===== src/periph_pkg.sv =====
package periph_pkg;

    // keyboard and interrupt
    typedef logic [7:0] char_t;
    typedef logic [3:0] irq_vec_t;

    localparam irq_vec_t key_irq_code = 4'd1;

    // sd sector buffer
    localparam int sector_bytes = 512;
    localparam int sector_aw    = 9;

    typedef logic [9:0]  byte_idx_t;
    typedef logic [31:0] sector_t;

    // ram access sequencing
    typedef enum logic [1:0] {
        idle,
        read_lo,
        read_hi,
        write_hi
    } ram_state_t;

endpackage


===== src/sector_buffer.sv =====
`timescale 1ns/1ps

module sector_buffer import periph_pkg::*; (
    input  logic      CLOCK_50,
    input  logic      KEY0,
    input  char_t     sd_dout,
    input  logic      sd_byte_available,
    input  logic      sd_rd_start,
    input  byte_idx_t buf_index,
    output char_t     buf_byte,
    output logic      buf_avail
);

    char_t mem [0:sector_bytes-1];

    byte_idx_t fill_idx;
    logic      avail_q;
    logic      byte_edge;
    logic      last_byte;

    assign byte_edge = sd_byte_available && !avail_q;
    assign last_byte = fill_idx == byte_idx_t'(sector_bytes - 1);

    always_ff @(posedge CLOCK_50 or negedge KEY0) begin
        if (!KEY0) begin
            avail_q   <= 1'b0;
            fill_idx  <= '0;
            buf_avail <= 1'b0;
        end else begin
            avail_q <= sd_byte_available;
            if (sd_rd_start) begin
                // new sector request restarts the fill
                fill_idx  <= '0;
                buf_avail <= 1'b0;
            end else if (byte_edge) begin
                if (last_byte) begin
                    fill_idx  <= '0;
                    buf_avail <= 1'b1;
                end else begin
                    fill_idx <= fill_idx + 1'b1;
                end
            end
        end
    end

    always_ff @(posedge CLOCK_50) begin
        if (byte_edge && !sd_rd_start) begin
            mem[fill_idx[sector_aw-1:0]] <= sd_dout;
        end
    end

    // fabric registers this on its read path
    assign buf_byte = mem[buf_index[sector_aw-1:0]];

endmodule


===== config.mk =====
export PLATFORM = sky130hd
export DESIGN_NAME = sector_buffer
export DESIGN_NICKNAME = d
export VERILOG_FILES = /design/src/periph_pkg.sv /design/src/sector_buffer.sv
export SDC_FILE = /design/constraint.sdc
export NUM_CORES = 2
export LEC_CHECK = 0
export BUFFER_PORTS_ARGS = -buffer_cell sky130_fd_sc_hd__buf_2
export CAP_MARGIN = 20
export CORE_MARGIN = 10
export CORE_UTILIZATION = 45
export CTS_BUF_LIST = sky130_fd_sc_hd__clkbuf_8
export DETAILED_ROUTE_END_ITERATION = 6
export GPL_TIMING_DRIVEN = 0
export PLACE_DENSITY = 0.7
export SLEW_MARGIN = 10
export SYNTH_ARGS = -nofsm -noshare
export SYNTH_HDL_FRONTEND = slang
export SYNTH_SLANG_ARGS = --single-unit

===== constraint.sdc =====
create_clock -name CLOCK_50 -period 2.8 [get_ports CLOCK_50]
set_input_delay 0.42 -clock CLOCK_50 [delete_from_list [all_inputs] [get_ports CLOCK_50]]
set_output_delay 0.42 -clock CLOCK_50 [all_outputs]
set_load 0.01 [all_outputs]

After elaboration in Yosys (flattened, before gate mapping) --
Memories as Yosys holds them, arrays and structs flattened. Cells that the tools add are included.
Word-level totals: register bits after elaboration 12, latch bits 0, bits in writable memories 4096, ROM bits 0, logic and storage cells 21, memories 1
Operators by class: add/subtract/negate cells 1, multipliers 0, div/mod/pow operators 0, order comparisons 0, equal/unequal tests 1, shift operators 0, muxes and demuxes 8, bitwise logic cells 0, reductions and logical operators 7
Memory list:
- mem | depth 512, width 8, rd ports 1, clocked after Yosys merged registers in 0, write ports 1, line sector_buffer.sv:14 | char_t mem [0:sector_bytes-1];
Operators with widths (count):
- 10-bit two-way mux | 3
- 10-bit by 1-bit adder with 10-bit output (second input constant) | 1
- 10-bit by 9-bit equality test with 1-bit output (second input constant) | 1
- 1-bit two-way mux | 5
- 2-bit nonzero test | 2
- 1-bit logical AND | 2
- 1-bit zero test | 2
- 2-bit AND reduction | 1

Logic depth before layout (Yosys ltp) --
depth after elaboration 5, depth in mapped cells 13, gate-level depth less buffers 7

Worst setup path before layout --
OpenSTA, ideal clock, no wires.
kind in2out, start input buf_index[1], end output buf_byte[5], arrival time 2.586 ns, required time 2.380 ns, path slack -0.206 ns, cell stages on the path 12, cells stage by stage buf_4 > or2_1 > clkbuf_1 > buf_6 > buf_6 > clkbuf_1 > o221ai_2 > o22ai_1 > o21a_1 > a2111oi_0 > o211ai_1 > nor4b_2
On the way: longest elaborated chain between the ends 1
RTL lines:
- from (decl) | line sector_buffer.sv:9 | input byte_idx_t buf_index,
- memory 512 x 8 bit
- to (decl) | line sector_buffer.sv:10 | output char_t buf_byte,
No other way between the ends.

Worst setup path in the final report --
start input buf_index[2], end output buf_byte[2]
The elaborated chain is that of the path after synthesis.

==> results.md <==
| Quantity | This run | Unit |
| --- | --- | --- |
| Fill count | 27257 | - |
| Clock tree from TritonCTS | done | - |
| Detailed router's first-iteration violation count | 19328 | - |
| Maximum number of pins on one net before global-route repair | 155 | - |
| Worst R2R Path Depth | 5 | - |
| Number of core rows | 219 | - |
| Worst voltage drop across the vdd grid | 0.536 | mV |
| Boundary pin count | 31 | - |
| Count of different cell masters after synthesis | 75 | - |
| Type of the most critical hold path | primary input to register | - |
| Crit-path most repeated cell | sky130_fd_sc_hd__buf_6 | - |
| Maximum number of buffers from clock root to sink | 4 | - |
| Non-filler cells, final | 14267 | - |
| Actual slew at the worst max-slew pin | 1320 | ps |
| Most used cells in the layout excluding fill and tap cells | sky130_fd_sc_hd__edfxtp_1, sky130_fd_sc_hd__mux2i_1, sky130_fd_sc_hd__clkbuf_8 | - |
| Worst setup slack before clock tree synthesis | -4020 | ps |
| RR Startpoint | fill_idx[6]$_DFFE_PN0P_ | - |
| Area of the mapped netlist | 0.162 | mm^2 |
| Static leakage | 60.1 | nW |
| Clock tree sinks | 4108 | - |
| Final antenna-violating net count | 0 | - |
| Initial standard-cell utilization of the core | 0.453 | - |
| Total count of max-transition violations in the final report | 0 | - |
| Hpwl dp | 445 | mm |
| Final critical-path share of the clock period | 1.86 | - |
| Die Y-Extent | 619 | um |
| Proportion of total power due to net switching | 0.251 | - |
| Via count of the first global-routing pass | 91048 | - |
| Top-area cell type share of the netlist area | 0.761 | - |
| Number of H-tree levels | 6 | - |
| Max stage delay on crit path | 780 | ps |
| Synthesis-to-layout area growth | 17.3 | % |
| Worst setup startpoint | buf_index[2] | - |
| Die ar. | 0.383 | mm^2 |
| First-pass iteration count of the detailed router | 7 | - |
| Switching component of the power | 31.2 | mW |
| Cts bufs inserted | 640 | - |
| Die outline width | 619 | um |
| GR Util All Layers | 0.326 | - |
| Combinational share of power | 0.073 | - |
| Sequential share of the synthesized area | 0.763 | - |
| Root Driver | sky130_fd_sc_hd__clkbuf_8 | - |
| Power Total | 124 | mW |
| Cell type contributing the most total cell area after synthesis | sky130_fd_sc_hd__edfxtp_1 | - |
| Syn_area_per_cell | 19.9 | um^2 |
| Number of instances in the synthesized netlist | 8101 | - |
| Clock tree skew after final layout | 93.9 | ps |
| Final period demand of the worst path | 5210 | ps |
| Fraction of registers with async set/reset | 0.00292 | - |
| Endpoint of the worst setup timing path | buf_byte[2] | - |
| Fmax | 192 | MHz |
| Slowest library cell on the worst path | sky130_fd_sc_hd__nand4_1 | - |
| IO Port Bufs | 27 | - |
| Number of max-capacitance violations reported | 0 | - |
| Crit path capture type | primary output | - |
| Hold slack final | 151 | ps |
| Post-Place Cell Area | 0.171 | mm^2 |
| Finished layout cell area | 0.190 | mm^2 |
| DRC Markers | 11 | - |
| Count of flip-flops with a built-in enable after synthesis | 4096 | - |
| Startpoint Class | primary input | - |
| Placeable Area | 0.357 | mm^2 |
| Antenna violations before repair | 71 | - |
| Routed via count divided by cell count | 6.82 | - |
| Routability cong. | 1.07 | - |
| Gr ovfl total | 0 | - |
| Flop pwr share | 0.544 | - |
| Post-Syn Nets | 8127 | - |
| Via Count | 97266 | - |
| Most common cell after layout, fill and taps aside | sky130_fd_sc_hd__edfxtp_1 | - |
| Layout cells sized above 1 | 0.308 | - |
| Tightest slew margin relative to the limit | 0.118 | - |
| Critical path depth | 12 | - |
| Post-Route Setup TNS | -42140 | ps |
| Cell area power density | 656 | mW/mm^2 |
| Post-layout nets | 9010 | - |
| Cell-internal power | 93.2 | mW |
| Violated checks | design-rule violations, negative setup slack | - |
| Arrival time worst endpoint | 4790 | ps |
| Minimum setup slack in the final design | -2410 | ps |
| Data required time of the critical path | 2380 | ps |
| Sum of buffers and inverters on the critical path | 7 | - |
| Top cell family by delay on the critical path | buffers and inverters | - |
| Reg2Reg Capture Point | mem[29][4]$_DFFE_PP_ | - |
| Critical Path, Cell by Cell | buf_4 > buf_6 > clkbuf_4 > buf_6 > buf_16 > clkbuf_16 > a21oi_1 > o21a_1 > nand4b_1 > nand4_1 > nor4b_4 > buf_2 | - |
| Number of flip-flops and latches in the synthesized netlist | 4108 | - |
| RSZ-0062 raised after global routing | true | - |
| Setup slack of the most critical reg-to-reg path | -230 | ps |
| Leading post-synthesis cells by cell area | sky130_fd_sc_hd__edfxtp_1, sky130_fd_sc_hd__mux4_2, sky130_fd_sc_hd__mux2i_1 | - |
| Placed Cells incl. Taps | 13008 | - |
| Post-layout util | 0.531 | - |
| Highest net fanout along the worst path | 12 | - |
| Number of endpoints with negative hold slack in the final report | 0 | - |
| Clock share of power | 0.383 | - |
| Critical setup path kind | primary input to primary output | - |
| Wire length of the first global-routing pass | 834 | mm |
| Warnings from Yosys | 0 | - |
| Post-synth top flop | sky130_fd_sc_hd__edfxtp_1 | - |
| Count of endpoints failing setup in the final report | 485 | - |
| Clk_lat worst skew | 1300 | ps |
| Final wirelength | 642 | mm |
| WL per Instance | 45.0 | um |
| Run status | finished, violations left | - |
| Clock-pin slew reported for the worst setup and hold paths after clock tree synthesis | 60 | ps |
## routing by layer
metal	track usage	vias to the layer above	routed length [um]
met5	0.0137	-	1420
met4	0.253	61	63000
met3	0.171	2322	112000
met2	0.444	9743	262000
met1	0.387	49496	204000
li1	-	35644	-
## Yosys cell counts, drive strengths merged, types with 8 or more instances
cell type / count
nand3: 42
a31oi: 16
edfxtp: 4096
dfrtp: 12
o221ai: 268
nor2b: 8
nor3: 162
a2111oi: 33
nor4: 27
a211oi: 45
o21a: 19
and3: 14
o21ai: 74
nor2: 584
or3: 20
clkbuf: 249
or2: 19
nand2: 188
and2: 20
nand2b: 16
a21oi: 128
buf: 268
a22oi: 21
nand4: 43
a22o: 8
mux4: 702
mux2i: 711
o22ai: 194
## worst reg2reg max path, cell delays in order (launching register included)
cell and delay [ps]:
sky130_fd_sc_hd__dfrtp_1 390, sky130_fd_sc_hd__clkbuf_2 240, sky130_fd_sc_hd__nor3_4 490, sky130_fd_sc_hd__nand2_1 310, sky130_fd_sc_hd__clkbuf_1 580, sky130_fd_sc_hd__nor2_2 620
## power by group through the flow
| stage | registers (mW) | logic, mW | clock network (mW) |
|---|---|---|---|
| 2_1_floorplan | 68.9 | 3.26 | 0 |
| 5_1_grt | 67.6 | 8.84 | 50.0 |
| 4_1_cts | 67.6 | 8.27 | 47.2 |
| 3_5_place_dp | 68.9 | 7.96 | 0 |
| 3_3_place_gp | 69.4 | 7.54 | 0 |
| 6_report | 67.6 | 9.09 | 47.7 |
## flip-flops by register name (all words and copies together), names as in the netlist
signal     flops
mem         4096
fill_idx      10
avail_q        1
buf_avail      1
## logic make-up (layout without fill, tap and decap cells)
| family | count (synthesis) | after routing | synth area share |
|---|---|---|---|
| other cells | 0 | 44 | 0 |
| buf+inv | 525 | 1896 | 0.0215 |
| simple gates | 1185 | 1185 | 0.0335 |
| fa+ha+maj | 4 | 4 | 0.000310 |
| flops | 4108 | 4108 | 0.763 |
| xor+xnor | 7 | 7 | 0.000379 |
| mux | 1413 | 1413 | 0.143 |
| compound gates | 859 | 859 | 0.0384 |
## cell type report
class	instances	area, um^2	share of cell area
Sequential cell	4108	123000	0.650
Timing Repair Buffer	246	3700	0.0195
Tap cell	4751	5940	0.0314
Clock inverter	482	2670	0.0141
Clock buffer	648	8920	0.0470
Antenna cell	44	110	0.000581
Inverter	7	38.8	0.000205
Buffer	513	5330	0.0281
Multi-Input combinational cell	3468	39600	0.209
## worst min path at each step
| stage | startpoint | to | slack [ps] | depth (start not counted) |
|---|---|---|---|---|
| 2_1_floorplan | KEY0 | avail_q$_DFF_PN0_ | 120 | 0 |
| 3_3_place_gp | KEY0 | avail_q$_DFF_PN0_ | 330 | 1 |
| 3_5_place_dp | KEY0 | avail_q$_DFF_PN0_ | 340 | 1 |
| 4_1_cts | sd_dout[7] | mem[54][7]$_DFFE_PP_ | 100 | 2 |
| 5_1_grt | sd_dout[7] | mem[54][7]$_DFFE_PP_ | 150 | 2 |
| 6_report | sd_dout[7] | mem[54][7]$_DFFE_PP_ | 150 | 2 |
## timing repair
item	4_1_cts	5_1_grt
setup endpoints to repair	3944	3073
endpoints found under the hold margin	1159	0
gates resized for setup	1208	565
hold buffers	13	0
pin swaps	60	88
buffers inserted	28	46
No activity file was read; power rests on OpenSTA's default activity.
