## src/periph_pkg.sv

```systemverilog
package periph_pkg;

    // keyboard and interrupt
    typedef logic [7:0] char_t;
    typedef logic [3:0] irq_vec_t;

    localparam irq_vec_t key_irq_code = 4'd1;

    // sd sector buffer
    localparam int sector_bytes = 512;
    localparam int sector_aw    = 9;

    typedef logic [9:0]  byte_idx_t;
    typedef logic [31:0] sector_t;

    // ram access sequencing
    typedef enum logic [1:0] {
        idle,
        read_lo,
        read_hi,
        write_hi
    } ram_state_t;

endpackage

```

## src/key_irq.sv

```systemverilog
`timescale 1ns/1ps

module key_irq import periph_pkg::*; (
    input  logic     CLOCK_50,
    input  logic     KEY0,
    input  logic     key_pressed,
    input  char_t    ascii,
    input  logic     interrupt_ack,
    output char_t    key_char,
    output irq_vec_t interrupt_vector
);

    logic key_q;
    logic key_edge;

    assign key_edge = key_pressed && !key_q;

    always_ff @(posedge CLOCK_50 or negedge KEY0) begin
        if (!KEY0) begin
            key_q            <= 1'b0;
            key_char         <= '0;
            interrupt_vector <= '0;
        end else begin
            key_q <= key_pressed;
            if (key_edge) begin
                key_char <= ascii;
            end
            // a fresh press wins over an ack in the same cycle
            if (key_edge && ascii != '0) begin
                interrupt_vector <= key_irq_code;
            end else if (interrupt_vector != '0 && interrupt_ack) begin
                interrupt_vector <= '0;
            end
        end
    end

endmodule

```

## config.mk

```make
export PLATFORM = sky130hd
export DESIGN_NAME = key_irq
export DESIGN_NICKNAME = d
export VERILOG_FILES = /design/src/periph_pkg.sv /design/src/key_irq.sv
export SDC_FILE = /design/constraint.sdc
export NUM_CORES = 1
export LEC_CHECK = 0
export BUFFER_PORTS_ARGS = -buffer_cell sky130_fd_sc_hd__buf_2
export CAP_MARGIN = 25
export CELL_PAD_IN_SITES_DETAIL_PLACEMENT = 0
export CELL_PAD_IN_SITES_GLOBAL_PLACEMENT = 1
export CORE_ASPECT_RATIO = 1.1
export CORE_MARGIN = 4
export CORE_UTILIZATION = 31
export DETAILED_ROUTE_END_ITERATION = 8
export PLACE_DENSITY_LB_ADDON = 0.1
export SLEW_MARGIN = 20
export SYNTH_ARGS = -nofsm -noshare
export SYNTH_HDL_FRONTEND = slang
export SYNTH_SLANG_ARGS = --single-unit
```

## constraint.sdc

```tcl
create_clock -name CLOCK_50 -period 1.25 [get_ports CLOCK_50]
set_input_delay 0.25 -clock CLOCK_50 [delete_from_list [all_inputs] [get_ports CLOCK_50]]
set_output_delay 0.25 -clock CLOCK_50 [all_outputs]
set_load 0.01 [all_outputs]
```

Yosys cells after proc, flatten, opt, wreduce, memory -nomap -nowiden
Index checks and enable logic that the tools add are counted.
{ "word_totals": {"input_bits": 12, "mem_bits_ro": 0, "mem_count": 0, "ram_bits": 0, "output_inout_bits": 12, "latchBits": 0, "ff_bits": 13, "elab_cells": 12} }
{ "classes": {"multipliers": 0, "muxes": 2, "div_mod_pow": 0, "n_eq_ne": 0, "shifts": 0, "n_bitwise": 0, "magnitude_cmp": 0, "reduce_logical": 7, "addsub": 0} }
{ "ops": {"columns": ["operator", "count"], "rows": [
  ["4-bit two-way mux", 2],
  ["8-bit nonzero test", 1],
  ["4-bit nonzero test", 1],
  ["1-bit logical AND", 3],
  ["2-bit nonzero test", 1],
  ["1-bit logical NOT", 1]
]} }

Logic depth before layout (Yosys ltp)
Gate-level depths: netlist of the first run.
{ "depth": {"depth_word": 4, "depth_mapped": 4, "ltp_nobuf": 3} }

Worst setup path before layout of the first run
No wires, ideal clock.
{ "synth_path": {"path_type": "reg-to-reg", "startpoint": "reg key_q", "endpoint": "reg key_char[0]", "n_path_buf": 1, "setup_slack_ns": 0.238, "setup_ns": 0.125, "arrival_time_ns": 0.887, "required_time_ns": 1.125, "stages_incl_launch_ff": 4, "synth_period_minus_slack_ns": 1.012, "cell_sequence": "dfrtp_1 -> nand2b_4 -> buf_6 -> mux2_4"} }
{ "synth_between": {"elab_chain_len": 2} }
{ "synth_rtl": {"columns": ["item", "line", "source"], "rows": [
  ["start, declared", "key_irq.sv:13", "logic key_q;"],
  ["start signal, assigned", "key_irq.sv:24", "key_q <= key_pressed;"],
  ["1-bit logical NOT", "key_irq.sv:16", "assign key_edge = key_pressed && !key_q;"],
  ["1-bit logical AND", "key_irq.sv:16", null],
  ["end signal, assigned", "key_irq.sv:26", "key_char <= ascii;"],
  ["end, declared", "key_irq.sv:9", "output char_t key_char,"]
]} }
No other way between the ends.
A chain may end at the register's enable or synchronous reset.

Final worst setup path of the first run
{ "layout_path": {"startpoint": "reg key_char[1]", "endpoint": "out key_char[1]"} }
No word-level cell between the ends.

==> results of run 1 <==
## kinds of logic (layout without fill, tap and decap cells)
| kind of cell | count (synthesis) | count (layout) |
|---|---|---|
| other cells | 1 | 3 |
| flops | 10 | 10 |
| simple gates | 3 | 3 |
| mux | 8 | 8 |
| buf+inv | 5 | 25 |
| compound gates | 2 | 2 |
## final cells by class
class                      count  share of cell area, %
inverter                       1                 0.6508
multi-input combinational     16                  29.50
tap                           16                  3.471
clock buffer                   3                  3.905
timing repair buffer          21                  19.09
sequential                    10                  43.38
## state kept, by name, indices dropped and copies added, names as in the netlist
name	flops
interrupt_vector	1
key_q	1
key_char	8
## metrics by stage
stage	setup WS (ns)	total power, mW
6_report	0.2245	0.7682
5_1_grt	0.1828	0.8160
4_1_cts	0.2052	0.7910
3_5_place_dp	0.1893	0.5686
3_3_place_gp	0.2132	0.5636
2_1_floorplan	0.2382	0.5000
## repair_timing
| action | 4_1_cts | 5_1_grt |
|---|---|---|
| hold buffers | 1 | 0 |
| hold endpoints to repair | 10 | 0 |
| resized for setup | 0 | 0 |
## routing by layer
layer	global-route usage (%)	up-vias	wire (um)
met5	0	-	0
met4	9.036	0	13
met3	3.759	2	60
met2	14.53	8	473
met1	9.589	143	315
li1	-	139	-
## power by group through the flow
stage	registers, mW	clock network, mW	logic (mW)
2_1_floorplan	0.413	0	0.0866
3_3_place_gp	0.391	0	0.172
3_5_place_dp	0.394	0	0.175
4_1_cts	0.388	0.225	0.178
5_1_grt	0.391	0.234	0.191
6_report	0.387	0.207	0.174
## cells in the final DEF, fill, tap and decap left out
cell,n
a21o_1,1
buf_2,20
clkbuf_4,3
conb_1,3
dfrtp_1,10
dlygate4sd3_1,1
inv_1,1
mux2_4,8
nand2b_4,1
nor4_1,2
o21ai_0,1
## path summary, 6_finish.rpt
path / start / end / slack (ns)
min: key_pressed / key_q / 0.15
min reg2reg: key_char[4] / key_char[4] / 0.50
min in group asynchronous: KEY0 / key_char[3] / 0.38
max in group asynchronous: KEY0 / interrupt_vector[0] / 0.69
max: key_char[1] / key_char[1] / 0.22
max reg2reg: key_q / key_char[0] / 0.25
==> run_results.csv, run 1 <==
group,metric,value,unit
run_status,status,"finished clean",
grt,grt_pass1_vias,321,
placement,hpwl,707.7,um
yosys,synth_top_flop_cell,"dfrtp_1",
worst_setup_path,crit_family,"flip-flops",
yosys,yosys.area_share.simple,5.833,%
power_and_ir_drop,power_density,1332,mW/mm^2
yosys,synth-edff-count,0,
sta,setup_viol,0,
sta,finalHoldViolations,0,
die,dieArea,0.002128,mm^2
final_layout,multi_input_area,170.2,um^2
yosys,postSynth.asyncResetShare,100.0,%
worst_setup_path,path_cells,"buf_2",
power_and_ir_drop,power_frac_seq,50.4,%
drt,finalWirelength,863,um
yosys,synth.top_cell.area_share,55.56,%
grt,grt_pass1_wl,1.338,mm
yosys,synth_warnings,0,
placement,finalWeightedCongestion,0.6843,
yosys,synth_xor_area_share,0,%
power_and_ir_drop,switchingPower,191.1,uW
sta,finalCriticalPeriod,1.026,ns
worst_setup_path,crit_cells,1,
worst_setup_path,critical_path_required,1.00,ns
final_layout,fill_cells,136,
sta,final.period_utilization,82.04,%
yosys,syn_avg_cell_area,15.53,um^2
drt,dr.first_iter.drc_count,1,
yosys,synth_fa_ha_area_share,0,%
yosys,synth_top_cell_by_area,"dfrtp_1",
drt,ant_nets,0,
grt,antenna_found_initial,0,
placement,numPortBuffers,20,
clock_network,clock_sinks,10,
worst_setup_path,reg2reg_depth,2,
sta,fmax,975.1,MHz
yosys,synth_compound_area_share,2.778,%
power_and_ir_drop,power_frac_comb,22.7,%
sta,grt_setup_unrepaired,"false",
drt,route.vias.total,292,
final_layout,design_area,576.8,um^2
yosys,ys_seq_area_share,55.56,%
hold_path,hold_depth,1,
yosys,syn_inst,29,
placement,place_inst,63,
yosys,muxShareOfSynthArea,26.67,%
yosys,synth_area_leaders,"dfrtp_1 (56%), mux2_4 (27%), buf_4 (5.0%), nand2b_4 (3.1%), nor4_1 (2.8%)",
sta,maxSlewViolCount,0,
drt,firstDrtPassIters,3,
worst_setup_path,critPathLaunchType,"flop",
yosys,synth_common_cells,"dfrtp_1 (10), mux2_4 (8), buf_4 (3)",
worst_setup_path,cp_max_fo,2,
clock_network,clkLatencyLatePin,0.25,ns
sta,fin_setup_tns,0,ns
power_and_ir_drop,vdd_drop_max,0.6072,mV
drt,via_per_inst,4.358,
worst_setup_path,crit_type,"reg -> out",
final_layout,layout.nets,65,
power_and_ir_drop,power_frac_clock,27.0,%
power_and_ir_drop,p_int,577.1,uW
hold_path,hold_class,"in -> reg",
clock_network,numCtsBuffers,3,
clock_network,cts_buffer_depth,2,
power_and_ir_drop,swShare,24.88,%
clock_network,htreeDepth,1,
clock_network,cts_tree,"done",
sta,skew,0.00009820,ns
final_layout,area_growth,28.06,%
clock_network,root_buffer,"clkbuf_4",
worst_setup_path,endpoint_kind,"output port",
worst_setup_path,crit_buf_inv,1,
yosys,ys_types,10,
grt,grt_usage,9.330,%
final_layout,regArea,250.2,um^2
grt,grt_max_degree,11,
die,coreArea,0.001366,mm^2
final_layout,diodes,0,
die,die_w,44.35,um
yosys,ys_seq_elements,10,
worst_setup_path,slowest_stage,"dfrtp_1",
worst_setup_path,arrival,0.78,ns
final_layout,instances_no_fill,67,
job,cap_violations,0,
clock_network,cts.reportedPaths.clkPinSlew,0.06,ns
grt,grt-ovfl-total,0,
final_layout,final_util,42.22,%
die,io_pins,24,
worst_setup_path,cpPeakStageDelay,0.38,ns
die,die_h,47.98,um
clock_network,post-cts-setup-buffers,0,
final_layout,drive_gt1_share,62.75,%
drt,avgRoutedWirePerCell,12.88,um
placement,place_area,544.3,um^2
die,num_rows,14,
yosys,syn_area,450.4,um^2
die,start_util,32.97,%
power_and_ir_drop,leakagePower,0.3162,nW
sta,whs,0.1504,ns
drt,drc,0,
yosys,synth_most_common_cell,"dfrtp_1",
yosys,synth_top_family_by_area,"multiplexers",
No activity file was read; power rests on OpenSTA's default activity.
==> inputs of run 2 (changes only) <==
--- a/config.mk
+++ b/config.mk
@@ -11,7 +11,7 @@
 export CELL_PAD_IN_SITES_GLOBAL_PLACEMENT = 1
 export CORE_ASPECT_RATIO = 1.1
 export CORE_MARGIN = 4
-export CORE_UTILIZATION = 31
+export CORE_UTILIZATION = 28
 export DETAILED_ROUTE_END_ITERATION = 8
 export PLACE_DENSITY_LB_ADDON = 0.1
 export SLEW_MARGIN = 20
==> constraint.sdc (replaced) <==
create_clock -name CLOCK_50 -period 0.9 [get_ports CLOCK_50]
set_input_delay 0.18 -clock CLOCK_50 [delete_from_list [all_inputs] [get_ports CLOCK_50]]
set_output_delay 0.18 -clock CLOCK_50 [all_outputs]
set_load 0.01 [all_outputs]
==> run 2 against run 1 <==
  * The flow now finishes with violations (setup timing)
  * Wire length grew 16%
  * Utilization up 3.5 points
  * Worst setup slack lost 0.32 ns
  * Via count up 14%
  * Non-clock buffer count rose by 8
  * Sequential cell count is the same
  * Sequential share of layout area shrank 5.3 points
  * Critical path type is now reg -> reg
  * Critical endpoint is now key_char[1]
  * Highest routed layer is now met3
==> run_results.csv, run 2 (same netlist as run 1, synthesis figures left out) <==
group,metric,value,unit
power_and_ir_drop,power_density,1750,mW/mm^2
final_layout,diodes,0,
drt,drc,0,
run_status,status,"finished with violations",
worst_setup_path,path_cells,"nand2b_4, mux2_4",
die,die_h,50.07,um
drt,route.met2.wl,499,um
placement,place_inst,65,
sta,setup_viol,17,
grt,grt_usage,9.001,%
die,dieArea,0.002315,mm^2
power_and_ir_drop,leakagePower,0.3650,nW
die,num_rows,14,
final_layout,largest_reg_flops,8,
final_layout,drive_gt1_share,68.33,%
power_and_ir_drop,vdd_drop_max,0.7159,mV
clock_network,cts_buffer_depth,2,
power_and_ir_drop,p_total,1.150,mW
clock_network,clock_sinks,10,
clock_network,htreeDepth,1,
worst_setup_path,critPathLaunchType,"flop",
worst_setup_path,cpPeakStageDelay,0.38,ns
sta,final.period_utilization,111.1,%
final_layout,layout.nets,74,
die,die_w,46.24,um
die,start_util,31.36,%
final_layout,largestRegisters,"key_char: 8 flops, interrupt_vector: 1 flops, key_q: 1 flops",
drt,ant_nets,0,
final_layout,top_register,"key_char",
final_layout,final_common_cell,"buf_2",
drt,avgRoutedWirePerCell,13.17,um
sta,maxSlewViolCount,0,
placement,finalWeightedCongestion,0.7855,
worst_setup_path,slowest_stage,"dfrtp_1",
run_status,violations,"setup timing",
drt,top_layer,"met3",
final_layout,design_area,656.9,um^2
sta,skew,0.0004443,ns
worst_setup_path,endpoint_kind,"flop",
placement,place_area,559.3,um^2
sta,finalHoldViolations,0,
sta,setup_slack,-0.1000,ns
sta,finalCriticalPeriod,1.000,ns
clock_network,numCtsBuffers,3,
sta,whs,0.1024,ns
sta,grt_setup_unrepaired,"true",
die,coreArea,0.001436,mm^2
clock_network,root_buffer,"clkbuf_4",
job,cap_violations,0,
grt,grt_pass1_vias,340,
worst_setup_path,arrival,1.14,ns
clock_network,clkLatencyLatePin,0.25,ns
grt,grt_pass1_wl,1.449,mm
placement,hpwl,725.1,um
die,io_pins,24,
placement,numPortBuffers,20,
final_layout,area_growth,45.83,%
clock_network,cts.reportedPaths.clkPinSlew,0.06,ns
worst_setup_path,critical_path_required,1.04,ns
grt,antenna_found_initial,0,
drt,m1WireLength,408,um
hold_path,hold_class,"in -> reg",
final_layout,layout_common_cells,"buf_2 (19), dfrtp_1 (10), mux2_4 (8), buf_4 (8)",
drt,route.vias.total,334,
drt,firstDrtPassIters,3,
worst_setup_path,cp_max_fo,5,
worst_setup_path,crit_type,"reg -> reg",
final_layout,instances_no_fill,76,
drt,dr.first_iter.drc_count,6,
sta,fmax,1000,MHz
clock_network,cts_tree,"done",
drt,via_per_inst,4.395,
grt,grt_max_degree,11,
drt,wl_met3,92,um
grt,grt-ovfl-total,0,
drt,finalWirelength,1.001,mm
## run 2: changes by cell type in the layout (fill, tap and decap cells not counted)
cell      delta
buf_2        -1
nand2b_4     +1
buf_6        +1
buf_4        +8
## run 2: per-stage QoR
step	setup WS (ns)	setup TNS, ns	util, %
6_report	-0.1000	-1.105	45.73
2_1_floorplan	-0.1118	-0.8944	-
5_1_grt	-0.1333	-1.615	45.73
3_3_place_gp	-0.09170	-0.7585	38.94
4_1_cts	-0.1099	-1.293	44.25
3_5_place_dp	-0.1111	-0.9228	38.94
## run 2: report_power, final
part	total (mW)	switching [mW]	internal, mW
clock network	0.291	0.137	0.154
registers	0.538	0.0295	0.509
logic	0.320	0.122	0.198
## run 2: worst paths after layout
kind	cells past startpoint	endpoint	start	slack (ns)
setup reg to reg	2	key_char[1]	key_q	-0.10
hold / removal	2	interrupt_vector[0]	interrupt_ack	0.10
max in group asynchronous	2	key_char[1]	KEY0	0.39
hold reg to reg	1	key_char[4]	key_char[4]	0.51
setup / recovery	2	key_char[1]	key_q	-0.10
min in group asynchronous	2	key_char[6]	KEY0	0.32
## run 2: final cells by class
type                       count  area (um^2)
fill                         141        779.5
sequential                    10        250.2
multi-input combinational     17        183.9
timing repair buffer          29        176.4
clock buffer                   3        22.52
tap                           16        20.02
inverter                       1        3.754
## run 2: routing by layer
| layer | GRT usage, % | vias up |
|---|---|---|
| met3 | 2.545 | 0 |
| met2 | 13.76 | 14 |
| met4 | 5.687 | 0 |
| li1 | - | 159 |
| met5 | 0 | - |
| met1 | 10.57 | 161 |
## run 2: repair_timing
item                                    in CTS  in global routing
endpoints found under the setup margin      17                 17
buffers inserted                             4                  2
hold buffers                                 1                  0
hold endpoints to repair                    10                  0
gates resized for setup                      1                  1
gates cloned                                 1                  0
## run 2: critical path, delay by kind of cell (launching register included)
family           cells  cell delay (ns)
flip-flops           1             0.38
multiplexers         1             0.31
AND/OR/NAND/NOR      1             0.19
==> inputs of run 3 (changes only) <==
--- a/config.mk
+++ b/config.mk
@@ -13,6 +13,7 @@
 export CORE_MARGIN = 4
 export CORE_UTILIZATION = 28
 export DETAILED_ROUTE_END_ITERATION = 8
+export GPL_TIMING_DRIVEN = 0
 export PLACE_DENSITY_LB_ADDON = 0.1
 export SLEW_MARGIN = 20
 export SYNTH_ARGS = -nofsm -noshare
==> run 3 against run 2 <==
  * The flow still finishes with violations (setup timing)
  * Non-clock buffer count up 2
  * Design area up 2.3%
  * First-iteration DRC count down 33%
  * Clock power down 2%
  * Clock-buffer cell count unchanged
  * Worst setup slack better by 0.0044 ns
  * Sequential power about the same
  * Combinational power up 6.6%
  * Die area unchanged
  * Cell count up 2.6%
  * Sequential cell count unchanged
  * Total power up 1.3%
  * Critical endpoint is now key_char[2]
==> run_results.csv, run 3 (same netlist as run 1, synthesis figures left out) <==
group,metric,value,unit
worst_setup_path,endpoint_kind,"flop",
power_and_ir_drop,vdd_drop_max,0.8735,mV
clock_network,htreeDepth,1,
placement,numPortBuffers,20,
final_layout,instances_no_fill,78,
die,io_pins,24,
sta,setup_slack,-0.09563,ns
worst_setup_path,critPathLaunchType,"flop",
grt,grt_max_degree,11,
grt,grt-ovfl-total,0,
clock_network,cts_buffer_depth,2,
power_and_ir_drop,power_density,1734,mW/mm^2
final_layout,largest_reg_flops,8,
clock_network,clock_sinks,10,
final_layout,diodes,0,
grt,grt_usage,11.21,%
worst_setup_path,slowest_stage,"dfrtp_1",
run_status,status,"finished with violations",
worst_setup_path,crit_buf_inv,0,
final_layout,final_common_cell,"buf_2",
drt,via_per_inst,4.244,
worst_setup_path,cpPeakStageDelay,0.38,ns
grt,antenna_found_initial,0,
final_layout,area_growth,49.17,%
clock_network,cts.reportedPaths.clkPinSlew,0.06,ns
grt,grt_pass1_vias,389,
sta,grt_setup_unrepaired,"true",
grt,grt_pass1_wl,1.759,mm
placement,place_inst,67,
sta,whs,0.1162,ns
sta,fin_setup_tns,-1.036,ns
final_layout,layout_common_cells,"buf_2 (19), buf_4 (10), dfrtp_1 (10)",
sta,maxSlewViolCount,0,
drt,ant_nets,0,
drt,drc,0,
die,die_w,46.24,um
worst_setup_path,path_cells,"nand2b_4, mux2_4",
final_layout,final_util,46.78,%
drt,firstDrtPassIters,3,
job,cap_violations,0,
sta,skew,0.0005778,ns
drt,finalWirelength,1.083,mm
placement,finalWeightedCongestion,0.7535,
sta,setup_viol,17,
final_layout,layout.nets,76,
sta,finalHoldViolations,0,
die,coreArea,0.001436,mm^2
drt,avgRoutedWirePerCell,13.88,um
drt,route.vias.total,331,
hold_path,hold_class,"in -> reg",
run_status,violations,"setup timing",
die,start_util,31.36,%
die,dieArea,0.002315,mm^2
worst_setup_path,critical_path_required,1.04,ns
worst_setup_path,cp_max_fo,5,
worst_setup_path,arrival,1.13,ns
die,num_rows,14,
sta,finalCriticalPeriod,0.9956,ns
clock_network,root_buffer,"clkbuf_4",
final_layout,drive_gt1_share,69.35,%
sta,final.period_utilization,110.6,%
final_layout,largestRegisters,"key_char: 8 flops, interrupt_vector: 1 flops, key_q: 1 flops",
placement,place_area,578.1,um^2
power_and_ir_drop,leakagePower,0.3765,nW
final_layout,top_register,"key_char",
final_layout,design_area,671.9,um^2
clock_network,numCtsBuffers,3,
worst_setup_path,crit_type,"reg -> reg",
die,die_h,50.07,um
drt,dr.first_iter.drc_count,4,
clock_network,cts_tree,"done",
placement,hpwl,810.8,um
clock_network,clkLatencyLatePin,0.25,ns
worst_setup_path,crit_family,"flip-flops",
sta,fmax,1004,MHz
==> run 3: cell count changes in the layout (fill, tap and decap cells not counted), sizes merged <==
cell / change
buf: +2
==> run 3: through the flow <==
| step | power, mW | setup slack [ns] |
|---|---|---|
| 2_1_floorplan | 0.6944 | -0.1118 |
| 5_1_grt | 1.260 | -0.1174 |
| 3_5_place_dp | 0.8104 | -0.1617 |
| 4_1_cts | 1.185 | -0.1054 |
| 3_3_place_gp | 0.7986 | -0.1382 |
| 6_report | 1.165 | -0.09563 |
==> run 3: per-layer routing <==
metal / GRT usage, % / part of all wire (%)
met1: 12.14 / 37
met2: 17.66 / 54
met3: 4.000 / 8.6
met4: 7.109 / 0
met5: 0 / 0
==> run 3: layout make-up <==
| type | count | area, um^2 |
|---|---|---|
| Clock buffer | 3 | 22.52 |
| Inverter | 1 | 3.754 |
| Fill cell | 153 | 764.5 |
| Buffer | 3 | 22.52 |
| Tap cell | 16 | 20.02 |
| Sequential cell | 10 | 250.2 |
| Multi-Input combinational cell | 17 | 183.9 |
| Timing Repair Buffer | 28 | 168.9 |
==> run 3: power breakdown <==
part / internal, mW / leakage (nW) / switching (mW) / total [mW]
clock: 0.153 / 0.0138 / 0.132 / 0.286
combinational: 0.212 / 0.245 / 0.129 / 0.341
sequential: 0.509 / 0.118 / 0.0290 / 0.538
total: 0.875 / 0.377 / 0.290 / 1.16
==> run 3: worst reg2reg max path: cells and delay by family, from the launching register on <==
family | cells | cell delay [ns]
simple gates | 1 | 0.19
mux | 1 | 0.31
flops | 1 | 0.38
==> run 3: timing repair <==
item	CTS	global route
endpoints found under the setup margin	18	17
hold buffers	1	0
pin swaps	0	0
gates resized for setup	1	1
gates cloned	1	0
setup buffers	7	0
endpoints found under the hold margin	10	0
==> run 3: worst paths after layout <==
check / depth (start not counted) / from / end / slack (ns)
setup / recovery: 2 / key_q / key_char[2] / -0.1
min in group asynchronous: 2 / KEY0 / key_char[7] / 0.31
setup reg to reg: 2 / key_q / key_char[2] / -0.1
max in group asynchronous: 2 / KEY0 / key_char[4] / 0.40
hold reg to reg: 1 / key_char[3] / key_char[3] / 0.51
hold / removal: 1 / key_pressed / key_q / 0.12
