File: src/periph_pkg.sv
package periph_pkg;

    // keyboard and interrupt
    typedef logic [7:0] char_t;
    typedef logic [3:0] irq_vec_t;

    localparam irq_vec_t key_irq_code = 4'd1;

    // sd sector buffer
    localparam int sector_bytes = 512;
    localparam int sector_aw    = 9;

    typedef logic [9:0]  byte_idx_t;
    typedef logic [31:0] sector_t;

    // ram access sequencing
    typedef enum logic [1:0] {
        idle,
        read_lo,
        read_hi,
        write_hi
    } ram_state_t;

endpackage

File: src/sd_regs.sv
`timescale 1ns/1ps

module sd_regs import periph_pkg::*; (
    input  logic    CLOCK_50,
    input  logic    KEY0,
    input  logic    sdc_addr_wr,
    input  logic    sdc_rd_wr,
    input  sector_t wdata,
    input  logic    sd_ready,
    output sector_t sd_addr,
    output logic    sd_rd_start,
    output logic    sd_ready_flag
);

    always_ff @(posedge CLOCK_50 or negedge KEY0) begin
        if (!KEY0) begin
            sd_addr       <= '0;
            sd_rd_start   <= 1'b0;
            sd_ready_flag <= 1'b0;
        end else begin
            // sector address seen by the controller
            if (sdc_addr_wr) begin
                sd_addr <= wdata;
            end
            // one pulse per write, the write strobe is single cycle
            sd_rd_start   <= sdc_rd_wr;
            sd_ready_flag <= sd_ready;
        end
    end

endmodule

File: config.mk
export PLATFORM = sky130hd
export DESIGN_NAME = sd_regs
export DESIGN_NICKNAME = d
export VERILOG_FILES = /design/src/periph_pkg.sv /design/src/sd_regs.sv
export SDC_FILE = /design/constraint.sdc
export NUM_CORES = 1
export LEC_CHECK = 0
export ABC_CLOCK_PERIOD_IN_PS = 810
export BUFFER_PORTS_ARGS = -buffer_cell sky130_fd_sc_hd__buf_2
export CAP_MARGIN = 40
export CORE_MARGIN = 3
export CORE_UTILIZATION = 44
export DETAILED_ROUTE_END_ITERATION = 12
export PLACE_DENSITY = 0.78
export SYNTH_ARGS = -nofsm -noshare
export SYNTH_HDL_FRONTEND = slang
export SYNTH_SLANG_ARGS = --single-unit
File: constraint.sdc
create_clock -name CLOCK_50 -period 0.81 [get_ports CLOCK_50]
set_input_delay 0.162 -clock CLOCK_50 [delete_from_list [all_inputs] [get_ports CLOCK_50]]
set_output_delay 0.162 -clock CLOCK_50 [all_outputs]
set_load 0.02 [all_outputs]
==> Word level (Yosys, flattened, before mapping) <==
Cells that the tools add are included.
{ "classes": {"add_sub_neg": 0, "multipliers": 0, "div": 0, "order_cmp": 0, "n_eq_ne": 0, "n_shift": 0, "mux": 0, "n_bitwise": 0, "reduce_logical": 0} }
{ "word_totals": {"reg_bits": 34, "latch_bits": 0, "mem_bits_rw": 0, "mem_bits_ro": 0, "input_bits": 37, "out_inout_bits": 34, "elab_cells": 3, "memories": 0} }

==> Depth between registers and ports, before layout <==
Gate-level depths: netlist of run 1.
{ "depth": {"ltp_word": 0, "ltp_mapped": 3, "depth_no_buf": 1} }

==> Worst setup path before layout of run 1 <==
No wires, ideal clock.
{ "synth_path": {"path_kind": "register -> register", "startpoint": "register, netlist name sd_addr[0]", "endpoint": "register sd_addr[0]", "setup_time_ps": 125, "arrival_time_ps": 710, "t_required_ps": 685, "slack_ps": -25, "path_stages_with_launch": 2, "n_path_buf": 0, "synth_period_minus_slack_ps": 835, "path_cell_list": "dfrtp_1 -> mux2_4"} }
{ "synth_lines": {"columns": ["element", "line_no", "text"], "rows": [
  ["end signal: assignment", "sd_regs.sv:23", "sd_addr <= wdata;"],
  ["end: declaration", "sd_regs.sv:10", "output sector_t sd_addr,"]
]} }

==> Worst setup path after layout of run 1 <==
{ "layout_path": {"startpoint": "register sd_addr[14]", "endpoint": "output port sd_addr[14]"} }
No word-level cell between the ends.

==> impl_table.tex, run 1 <==
\begin{tabular}{lr}
\hline
Metric & Value \\
\hline
\multicolumn{2}{l}{\textbf{Status}} \\
Run status & finished, violations left \\
Violated checks & negative setup slack \\
\multicolumn{2}{l}{\textbf{Power and ir drop}} \\
Internal power & 3060 µW \\
Part of the total power dissipated in the clock network & 22.6\% \\
Pwr per Cell Area & 1830 nW/µm² \\
Switching power & 1110 µW \\
Fraction of power spent switching nets & 26.6\% \\
Flop pwr share & 48.6\% \\
Leakage Power & 0.00113 µW \\
Comb pwr share & 28.8\% \\
Worst supply voltage drop on vdd & 1.31 mV \\
\multicolumn{2}{l}{\textbf{Setup path}} \\
FF-to-FF Start & sd\_addr[14] \\
Crit. End Element & output port \\
Endpoint of the lowest-slack register-to-register path & sd\_addr[14] \\
Logic depth of the worst register-to-register path & 2 \\
Launching instance or port of the critical path & sd\_addr[14] \\
Worst reg2reg setup slack & -100 ps \\
CP bufs+invs & 1 \\
Worst path arrival time & 900 ps \\
Crit path cell chain & buf\_6 \\
Max stage delay cell, worst path & sky130\_fd\_sc\_hd\_\_dfrtp\_2 \\
Timing endpoint of the critical path & sd\_addr[14] \\
Kind of cell with the highest combined delay on the critical path & flip-flops \\
Max incr delay on CP & 440 ps \\
Instance count on the critical path & 1 \\
Critical-path maximum fanout & 2 \\
Worst setup path class & register to output port \\
Kind of start point of the critical path & register \\
Worst EP required & 650 ps \\
\multicolumn{2}{l}{\textbf{Synth}} \\
Number of synthesized register bits & 34 \\
Share of the yosys chip area belonging to registers & 61.0\% \\
Total standard cell area after synthesis & 1400 µm² \\
Net count after synthesis & 107 \\
Post-synthesis area per instance & 19.9 µm² \\
Count of warnings emitted by yosys & 0 \\
Number of instances in the synthesized netlist & 70 \\
Number of distinct library cells after synthesis & 5 \\
\multicolumn{2}{l}{\textbf{Cells and area}} \\
Most common cell after layout, fill and taps aside & sky130\_fd\_sc\_hd\_\_buf\_6 \\
Area growth from synthesis to layout & 63.4\% \\
Final-stage net count & 199 \\
Util after Layout & 79.3\% \\
Antenna Cells & 0 \\
Share of cells above drive strength 1 & 96.3\% \\
Commonest non-fill, non-tap cells in the layout & sky130\_fd\_sc\_hd\_\_buf\_6, sky130\_fd\_sc\_hd\_\_buf\_2, sky130\_fd\_sc\_hd\_\_dfrtp\_2, sky130\_fd\_sc\_hd\_\_mux2\_4, sky130\_fd\_sc\_hd\_\_clkbuf\_4 \\
\multicolumn{2}{l}{\textbf{Die}} \\
Initial Util & 48.5\% \\
Die area & 3880 µm² \\
Core ar. & 2880 µm² \\
IO Pins & 71 \\
Row cnt & 19 \\
Y dimension of the die & 62.3 µm \\
Chip width & 62.3 µm \\
\multicolumn{2}{l}{\textbf{Clock network}} \\
CTS tree & done \\
Clk Latency, worst-skew pair & 320 ps \\
Clock slew at reported path FFs & 100 ps \\
Clock buffer depth & 2 \\
Sink count of the clock tree & 34 \\
Number of buffers added by the clock tree synthesis step & 5 \\
Total number of H-tree levels & 2 \\
Master cell of the clock root buffer & sky130\_fd\_sc\_hd\_\_clkbuf\_4 \\
\multicolumn{2}{l}{\textbf{GRT}} \\
Total routing resource utilization after global routing & 17.4\% \\
Final global-route overflow total & 0 \\
Wire length of the first global-routing pass & 5.24 mm \\
Number of global-route vias before repair & 1,053 \\
Antenna violations before repair & 0 \\
Pin count of the biggest net entering global routing & 35 \\
\multicolumn{2}{l}{\textbf{Detailed routing}} \\
Final routed DRC violation total & 0 \\
Routed Antenna Nets & 0 \\
Number of vias per cell & 4.48 \\
Wirelength, routed & 3.02 mm \\
Number of violations reported at the end of detailed-routing iteration 0 & 14 \\
DR WL/cell & 14.8 µm \\
Vias post-DR & 918 \\
1st-pass router iterations & 2 \\
\multicolumn{2}{l}{\textbf{Place}} \\
Post-DP HPWL & 1.98 mm \\
Port bufs & 70 \\
Final GP Congestion & 0.703 \\
\multicolumn{2}{l}{\textbf{Timing}} \\
Count of final setup violators & 47 \\
Number of max-slew violations in the final report & 0 \\
Crit path time final & 1060 ps \\
Hold WS & 60.1 ps \\
Unrepaired setup endpoints after global routing & yes \\
Worst clock skew on the final layout & 0 ps \\
Worst Slack Setup Final & -252 ps \\
Endpoints failing hold & 0 \\
Actual transition at the worst max-transition pin & 179 ps \\
Crit share post-route & 131\% \\
Max-slew headroom & 88.1\% \\
Top achievable clock speed & 0.941 GHz \\
\multicolumn{2}{l}{\textbf{Run}} \\
Max-cap check violation count & 0 \\
\multicolumn{2}{l}{\textbf{Hold path}} \\
Cells on Worst Hold Path & 2 \\
Class of the tightest hold or removal check & input pin to register \\
Hold wc startpoint & wdata[10] \\
\hline
\end{tabular}
[layer usage]
metal	global-route usage [%]	share of wire (%)	up-vias
met1	21.6	40	445
met5	0	0	-
met3	8.47	8.7	6
li1	-	-	424
met4	4.96	1.3	0
met2	26.9	50	43
[Yosys cell counts]
library cell | instances | area share [%]
sky130_fd_sc_hd__mux2_4 | 30 | 32
sky130_fd_sc_hd__mux2_2 | 2 | 1.6
sky130_fd_sc_hd__dfrtp_1 | 34 | 61
sky130_fd_sc_hd__buf_6 | 1 | 0.81
sky130_fd_sc_hd__buf_12 | 3 | 4.3
[sequential cells by signal, summed over array words and instances, names as in the netlist]
name and count:
sd_rd_start 1, sd_ready_flag 1, sd_addr 32
[cells by family after synthesis]
logic type / after synthesis / synth area share, %
buffers and inverters: 4 / 5.11
flip-flops: 34 / 61.0
multiplexers: 32 / 33.9
[cell type report]
cell class	count	area, µm²
multi-input cells	32	477
clock buffers	7	55.1
flip-flops and latches	34	891
well taps	42	52.6
fillers	163	597
repair buffers	89	800
clock inverters	1	5.00
[how the worst min path moves through the flow]
stage / endpoint / slack, ps
5_1_grt: sd_addr[10] / 20
3_5_place_dp: sd_addr[11] / 130
2_1_floorplan: sd_addr[0] / -130
3_3_place_gp: sd_addr[11] / 130
6_report: sd_addr[10] / 60
4_1_cts: sd_addr[20] / 40
[power groups by stage]
stage / combinational (µW) / sequential, µW / clock (µW)
floorplan: 333 / 2220 / 0
global placement: 845 / 2000 / 0
detailed placement: 863 / 2010 / 0
CTS: 1170 / 2020 / 988
global route: 1270 / 2060 / 1100
finish: 1200 / 2030 / 943
[through the flow]
stage                     worst slack, ps  area, µm²  power (µW)  instances  TNS, ps
after floorplan                     -13.6       1440        2550         70     -415
after global placement               -143       1830        2850        181    -3210
after detailed placement             -179       1830        2870        181    -3860
after CTS                            -254       2230        4170        204    -9490
after global routing                 -318       2280        4420        205   -11410
final                                -252       2280        4180        205    -9020
[what timing repair did]
item / in CTS / in global routing
gates resized for setup: 71 / 12
setup buffers: 12 / 4
cloned: 0 / 0
endpoints found under the setup margin: 34 / 57
hold buffers: 3 / 0
endpoints found under the hold margin: 36 / 0
(Power assumes the default switching activity.)
==> run 2: changes to the inputs <==
--- a/config.mk
+++ b/config.mk
@@ -8,10 +8,13 @@
 export ABC_CLOCK_PERIOD_IN_PS = 810
 export BUFFER_PORTS_ARGS = -buffer_cell sky130_fd_sc_hd__buf_2
 export CAP_MARGIN = 40
+export CELL_PAD_IN_SITES_DETAIL_PLACEMENT = 0
+export CELL_PAD_IN_SITES_GLOBAL_PLACEMENT = 1
 export CORE_MARGIN = 3
-export CORE_UTILIZATION = 44
+export CORE_UTILIZATION = 30
 export DETAILED_ROUTE_END_ITERATION = 12
-export PLACE_DENSITY = 0.78
+export PLACE_DENSITY_LB_ADDON = 0.1
+export REMOVE_ABC_BUFFERS = 1
 export SYNTH_ARGS = -nofsm -noshare
 export SYNTH_HDL_FRONTEND = slang
 export SYNTH_SLANG_ARGS = --single-unit
==> run 2 against run 1 <==
The flow still finishes with violations (negative setup slack). Sequential cell count is the same. Critical path type unchanged. Clock-buffer cell count is the same. Clock skew is the same. Routed wire length grew 6.1%. Die area grew 42%. Highest routed layer unchanged. Clock power grew 31%. Sequential share of layout area shrank 3.0 points. Combinational power grew 6%.
==> impl_table.tex, run 2 (synthesis gave the netlist of run 1 again) <==
\begin{tabular}{lr}
\hline
Metric & Value \\
\hline
\multicolumn{2}{l}{\textbf{Clock network}} \\
Sink count of the clock tree & 34 \\
Total number of H-tree levels & 2 \\
Number of buffers added by the clock tree synthesis step & 5 \\
Clock slew at reported path FFs & 70 ps \\
Clk Latency, worst-skew pair & 270 ps \\
Clock buffer depth & 2 \\
Master cell of the clock root buffer & sky130\_fd\_sc\_hd\_\_clkbuf\_8 \\
CTS tree & done \\
\multicolumn{2}{l}{\textbf{Setup path}} \\
Logic depth of the worst register-to-register path & 2 \\
Worst path arrival time & 820 ps \\
Critical-path maximum fanout & 2 \\
Max incr delay on CP & 400 ps \\
Instance count on the critical path & 1 \\
Kind of start point of the critical path & register \\
Worst setup path class & register to output port \\
CP bufs+invs & 1 \\
Max stage delay cell, worst path & sky130\_fd\_sc\_hd\_\_dfrtp\_1 \\
Crit. End Element & output port \\
Worst EP required & 650 ps \\
FF-to-FF Start & sd\_addr[1] \\
Crit path cell chain & buf\_6 \\
Worst reg2reg setup slack & -100 ps \\
Kind of cell with the highest combined delay on the critical path & flip-flops \\
Endpoint of the lowest-slack register-to-register path & sd\_addr[1] \\
\multicolumn{2}{l}{\textbf{Die}} \\
Core ar. & 4410 µm² \\
Die area & 5500 µm² \\
Row cnt & 24 \\
IO Pins & 71 \\
Y dimension of the die & 74.2 µm \\
Chip width & 74.2 µm \\
Initial Util & 31.6\% \\
\multicolumn{2}{l}{\textbf{Detailed routing}} \\
Top routing layer in use & met4 \\
Routed Antenna Nets & 0 \\
Wire length on met1 & 1.30 mm \\
Total met3 wirelength after detailed routing & 303 µm \\
Number of vias per cell & 4.25 \\
DR WL/cell & 14.3 µm \\
Number of violations reported at the end of detailed-routing iteration 0 & 17 \\
Vias post-DR & 956 \\
Wirelength, routed & 3.21 mm \\
Final routed DRC violation total & 0 \\
Detailed-routed wire length on met2 & 1.57 mm \\
1st-pass router iterations & 2 \\
\multicolumn{2}{l}{\textbf{Status}} \\
Run status & finished, violations left \\
Violated checks & negative setup slack \\
\multicolumn{2}{l}{\textbf{Place}} \\
Port bufs & 70 \\
Final GP Congestion & 0.705 \\
Post-DP HPWL & 2.17 mm \\
Placed Instances & 192 \\
\multicolumn{2}{l}{\textbf{Cells and area}} \\
Area growth from synthesis to layout & 69.1\% \\
Register containing the most flip-flops in the final layout & sd\_addr \\
Number of cells in the finished layout apart from fillers & 225 \\
Most common cell after layout, fill and taps aside & sky130\_fd\_sc\_hd\_\_buf\_6 \\
Share of cells above drive strength 1 & 78.0\% \\
Commonest non-fill, non-tap cells in the layout & sky130\_fd\_sc\_hd\_\_buf\_6, sky130\_fd\_sc\_hd\_\_buf\_2, sky130\_fd\_sc\_hd\_\_dfrtp\_1, sky130\_fd\_sc\_hd\_\_mux2\_4, sky130\_fd\_sc\_hd\_\_buf\_4 \\
Antenna Cells & 0 \\
Final-stage net count & 209 \\
Max FFs per register & 32 \\
Layout filler cell count & 389 \\
Largest registers ranked by flip-flop count & sd\_addr: 32 flops, sd\_rd\_start: 1 flops, sd\_ready\_flag: 1 flops \\
\multicolumn{2}{l}{\textbf{Hold path}} \\
Cells on Worst Hold Path & 2 \\
Min-Delay Endpoint & sd\_addr[3] \\
Class of the tightest hold or removal check & input pin to register \\
Hold wc startpoint & wdata[3] \\
\multicolumn{2}{l}{\textbf{Timing}} \\
Top achievable clock speed & 1.02 GHz \\
Actual transition at the worst max-transition pin & 325 ps \\
Worst clock skew on the final layout & 0 ps \\
Endpoints failing hold & 0 \\
Unrepaired setup endpoints after global routing & yes \\
Final setup TNS & -7210 ps \\
Max-slew headroom & 78.3\% \\
Crit share post-route & 121\% \\
Number of max-slew violations in the final report & 0 \\
Crit path time final & 980 ps \\
Worst Slack Setup Final & -170 ps \\
Count of final setup violators & 56 \\
\multicolumn{2}{l}{\textbf{GRT}} \\
Number of global-route vias before repair & 1,062 \\
Pin count of the biggest net entering global routing & 19 \\
Final global-route overflow total & 0 \\
Antenna violations before repair & 0 \\
Wire length of the first global-routing pass & 5.18 mm \\
Total routing resource utilization after global routing & 12.7\% \\
\multicolumn{2}{l}{\textbf{Run}} \\
Max-cap check violation count & 0 \\
\multicolumn{2}{l}{\textbf{Power and ir drop}} \\
Leakage Power & 0.00122 µW \\
Power consumption & 4510 µW \\
Pwr per Cell Area & 1910 nW/µm² \\
Worst supply voltage drop on vdd & 0.802 mV \\
\hline
\end{tabular}
-- run 2: cell types whose count changed in the layout (fill, tap and decap cells not counted), sizes merged --
cell  change
buf      +10
-- run 2: how the worst max path moves through the flow --
stage               slack, ps   startpoint           to
floorplan                 -20   sd_addr[0]   sd_addr[0]
global placement         -130  sdc_addr_wr  sd_addr[27]
detailed placement       -140  sdc_addr_wr  sd_addr[19]
CTS                      -180   sd_addr[0]   sd_addr[0]
global route             -210   sd_addr[4]   sd_addr[4]
finish                   -170  sd_addr[28]  sd_addr[28]
-- run 2: what timing repair did --
| action | CTS | global route |
|---|---|---|
| hold buffers | 3 | 0 |
| gates resized for setup | 68 | 11 |
| endpoints found under the hold margin | 12 | 0 |
| buffers inserted | 15 | 7 |
| setup endpoints to repair | 34 | 51 |
| pin swaps | 0 | 0 |
-- run 2: final cells by class --
type                            count  area, µm²  area share, %
Multi-Input combinational cell     32        473           20.0
Clock buffer                        7       86.3           3.66
Timing Repair Buffer               99        880           37.3
Clock inverter                      1       5.00          0.212
Sequential cell                    34        851           36.1
Tap cell                           52       65.1           2.76
-- run 2: power breakdown --
part | leakage, µW | total [µW] | switching (µW) | internal (µW)
clock | 0.0000482 | 1240 | 560 | 685
combinational | 0.000771 | 1270 | 465 | 800
sequential | 0.000397 | 2000 | 135 | 1870
total | 0.00122 | 4510 | 1160 | 3350
-- run 2: metal layers --
layer  track usage, %  vias up
met5                0        -
met4             4.23        0
met3             5.00        4
met2             19.7       48
met1             16.2      461
li1                 -      443
-- run 2: per-stage QoR --
step	hold slack [ps]	utilization (%)	worst slack [ps]	instance area [µm²]
floorplan	-134	-	-24.7	1320
global placement	74.1	41.2	-126	1820
detailed placement	75.3	41.2	-139	1820
CTS	102	51.3	-182	2270
global route	98.9	53.5	-210	2360
finish	115	53.5	-170	2360
==> run 3: changes to the inputs <==
--- a/config.mk
+++ b/config.mk
@@ -13,7 +13,7 @@
 export CORE_MARGIN = 3
 export CORE_UTILIZATION = 30
 export DETAILED_ROUTE_END_ITERATION = 12
-export PLACE_DENSITY_LB_ADDON = 0.1
+export PLACE_DENSITY = 0.77
 export REMOVE_ABC_BUFFERS = 1
 export SYNTH_ARGS = -nofsm -noshare
 export SYNTH_HDL_FRONTEND = slang
==> run 3 against run 2 <==
The run still ends with negative setup slack left. Die area unchanged. Worst setup slack worse by 3.5 ps. Hold slack about the same. Via count down 0.63%. Largest power group unchanged. Highest routed layer unchanged.
==> impl_table.tex, run 3 (synthesis gave the netlist of run 1 again) <==
\begin{tabular}{lr}
\hline
Metric & Value \\
\hline
\multicolumn{2}{l}{\textbf{Timing}} \\
Actual transition at the worst max-transition pin & 191 ps \\
Crit share post-route & 121\% \\
Final setup TNS & -7060 ps \\
Endpoints failing hold & 0 \\
Max-slew headroom & 87.3\% \\
Count of final setup violators & 55 \\
Top achievable clock speed & 1.02 GHz \\
Hold WS & 116 ps \\
Worst clock skew on the final layout & 0 ps \\
Unrepaired setup endpoints after global routing & yes \\
Worst Slack Setup Final & -174 ps \\
Crit path time final & 984 ps \\
Number of max-slew violations in the final report & 0 \\
\multicolumn{2}{l}{\textbf{Die}} \\
IO Pins & 71 \\
Die area & 5500 µm² \\
Row cnt & 24 \\
Chip width & 74.2 µm \\
Core ar. & 4410 µm² \\
Y dimension of the die & 74.2 µm \\
Initial Util & 31.6\% \\
\multicolumn{2}{l}{\textbf{Setup path}} \\
Max incr delay on CP & 410 ps \\
Worst path arrival time & 820 ps \\
Crit path cell chain & buf\_6 \\
Kind of start point of the critical path & register \\
CP bufs+invs & 1 \\
FF-to-FF Start & sd\_addr[0] \\
Worst reg2reg setup slack & -110 ps \\
Instance count on the critical path & 1 \\
Worst EP required & 650 ps \\
Timing endpoint of the critical path & sd\_addr[1] \\
Worst setup path class & register to output port \\
Endpoint of the lowest-slack register-to-register path & sd\_addr[0] \\
Launching instance or port of the critical path & sd\_addr[1] \\
Max stage delay cell, worst path & sky130\_fd\_sc\_hd\_\_dfrtp\_1 \\
Crit. End Element & output port \\
Logic depth of the worst register-to-register path & 2 \\
Critical-path maximum fanout & 2 \\
Kind of cell with the highest combined delay on the critical path & flip-flops \\
\multicolumn{2}{l}{\textbf{Detailed routing}} \\
Routed Antenna Nets & 0 \\
Number of violations reported at the end of detailed-routing iteration 0 & 32 \\
1st-pass router iterations & 3 \\
Number of vias per cell & 4.26 \\
Wirelength, routed & 3.20 mm \\
Final routed DRC violation total & 0 \\
DR WL/cell & 14.4 µm \\
Vias post-DR & 950 \\
\multicolumn{2}{l}{\textbf{Place}} \\
Post-DP HPWL & 2.17 mm \\
Port bufs & 70 \\
Placed Instances & 191 \\
Final GP Congestion & 0.705 \\
Worst setup slack after placement & -150 ps \\
\multicolumn{2}{l}{\textbf{Clock network}} \\
CTS tree & done \\
Sink count of the clock tree & 34 \\
Clk Latency, worst-skew pair & 270 ps \\
Total number of H-tree levels & 2 \\
Clock slew at reported path FFs & 70 ps \\
Master cell of the clock root buffer & sky130\_fd\_sc\_hd\_\_clkbuf\_8 \\
Number of buffers added by the clock tree synthesis step & 5 \\
Clock buffer depth & 2 \\
\multicolumn{2}{l}{\textbf{GRT}} \\
Antenna violations before repair & 0 \\
Total routing resource utilization after global routing & 11.7\% \\
Final global-route overflow total & 0 \\
Number of global-route vias before repair & 1,067 \\
Pin count of the biggest net entering global routing & 35 \\
Wire length of the first global-routing pass & 4.91 mm \\
\multicolumn{2}{l}{\textbf{Run}} \\
Max-cap check violation count & 0 \\
\multicolumn{2}{l}{\textbf{Power and ir drop}} \\
Leakage Power & 0.00120 µW \\
Pwr per Cell Area & 1930 nW/µm² \\
Power consumption & 4500 µW \\
Worst supply voltage drop on vdd & 0.890 mV \\
\multicolumn{2}{l}{\textbf{Cells and area}} \\
Most common cell after layout, fill and taps aside & sky130\_fd\_sc\_hd\_\_buf\_6 \\
Antenna Cells & 0 \\
Max FFs per register & 32 \\
Largest registers ranked by flip-flop count & sd\_addr: 32 flops, sd\_rd\_start: 1 flops, sd\_ready\_flag: 1 flops \\
Final-stage net count & 207 \\
Number of cells in the finished layout apart from fillers & 223 \\
Register containing the most flip-flops in the final layout & sd\_addr \\
Area growth from synthesis to layout & 66.9\% \\
Commonest non-fill, non-tap cells in the layout & sky130\_fd\_sc\_hd\_\_buf\_6, sky130\_fd\_sc\_hd\_\_buf\_2, sky130\_fd\_sc\_hd\_\_dfrtp\_1, sky130\_fd\_sc\_hd\_\_mux2\_4, sky130\_fd\_sc\_hd\_\_buf\_4 \\
Share of cells above drive strength 1 & 77.8\% \\
\multicolumn{2}{l}{\textbf{Status}} \\
Violated checks & negative setup slack \\
Run status & finished, violations left \\
\multicolumn{2}{l}{\textbf{Hold path}} \\
Hold wc startpoint & wdata[28] \\
Class of the tightest hold or removal check & input pin to register \\
\hline
\end{tabular}
-- run 3: changes by cell type in the layout (fill, tap and decap cells not counted), sizes merged --
cell and change:
buf -2
-- run 3: report_power, final --
| group | internal (µW) | total [µW] | switching [µW] |
|---|---|---|---|
| registers | 1870 | 2000 | 132 |
| logic | 783 | 1250 | 467 |
| clock network | 685 | 1250 | 566 |
| total | 3330 | 4500 | 1170 |
-- run 3: layout make-up --
cell class | count | area (µm²)
clock buffer | 7 | 86.3
clock inverter | 1 | 5.00
sequential | 34 | 851
tap | 52 | 65.1
fill | 361 | 2090
multi-input combinational | 32 | 473
timing repair buffer | 97 | 848
-- run 3: worst register-to-register path: stages, from the launching register on --
cell	delay [ps]
sky130_fd_sc_hd__dfrtp_1	400
sky130_fd_sc_hd__buf_4	140
sky130_fd_sc_hd__mux2_4	260
-- run 3: what timing repair did --
item | CTS | global route
hold buffers | 3 | 0
hold endpoints to repair | 36 | 0
gates cloned | 0 | 0
setup buffers | 16 | 5
setup endpoints to repair | 34 | 51
gates resized for setup | 68 | 10
-- run 3: worst min-delay path by stage --
stage / to / cells after the start
6_report: sd_addr[28] / 2
4_1_cts: sd_addr[5] / 2
3_3_place_gp: sd_addr[25] / 2
3_5_place_dp: sd_addr[25] / 2
5_1_grt: sd_addr[4] / 2
2_1_floorplan: sd_addr[0] / 0
-- run 3: metal layers --
layer | vias up | wire length (µm) | global-route usage (%)
met5 | - | 0 | 0
met4 | 0 | 5 | 3.02
met1 | 460 | 1360 | 13.4
met2 | 48 | 1550 | 20.5
li1 | 440 | - | -
met3 | 2 | 286 | 4.46
-- run 3: metrics by stage --
step                area, µm²  util, %
finish                   2330     52.7
CTS                      2250     51.0
global placement         1800     40.8
global route             2330     52.7
floorplan                1320        -
detailed placement       1800     40.8
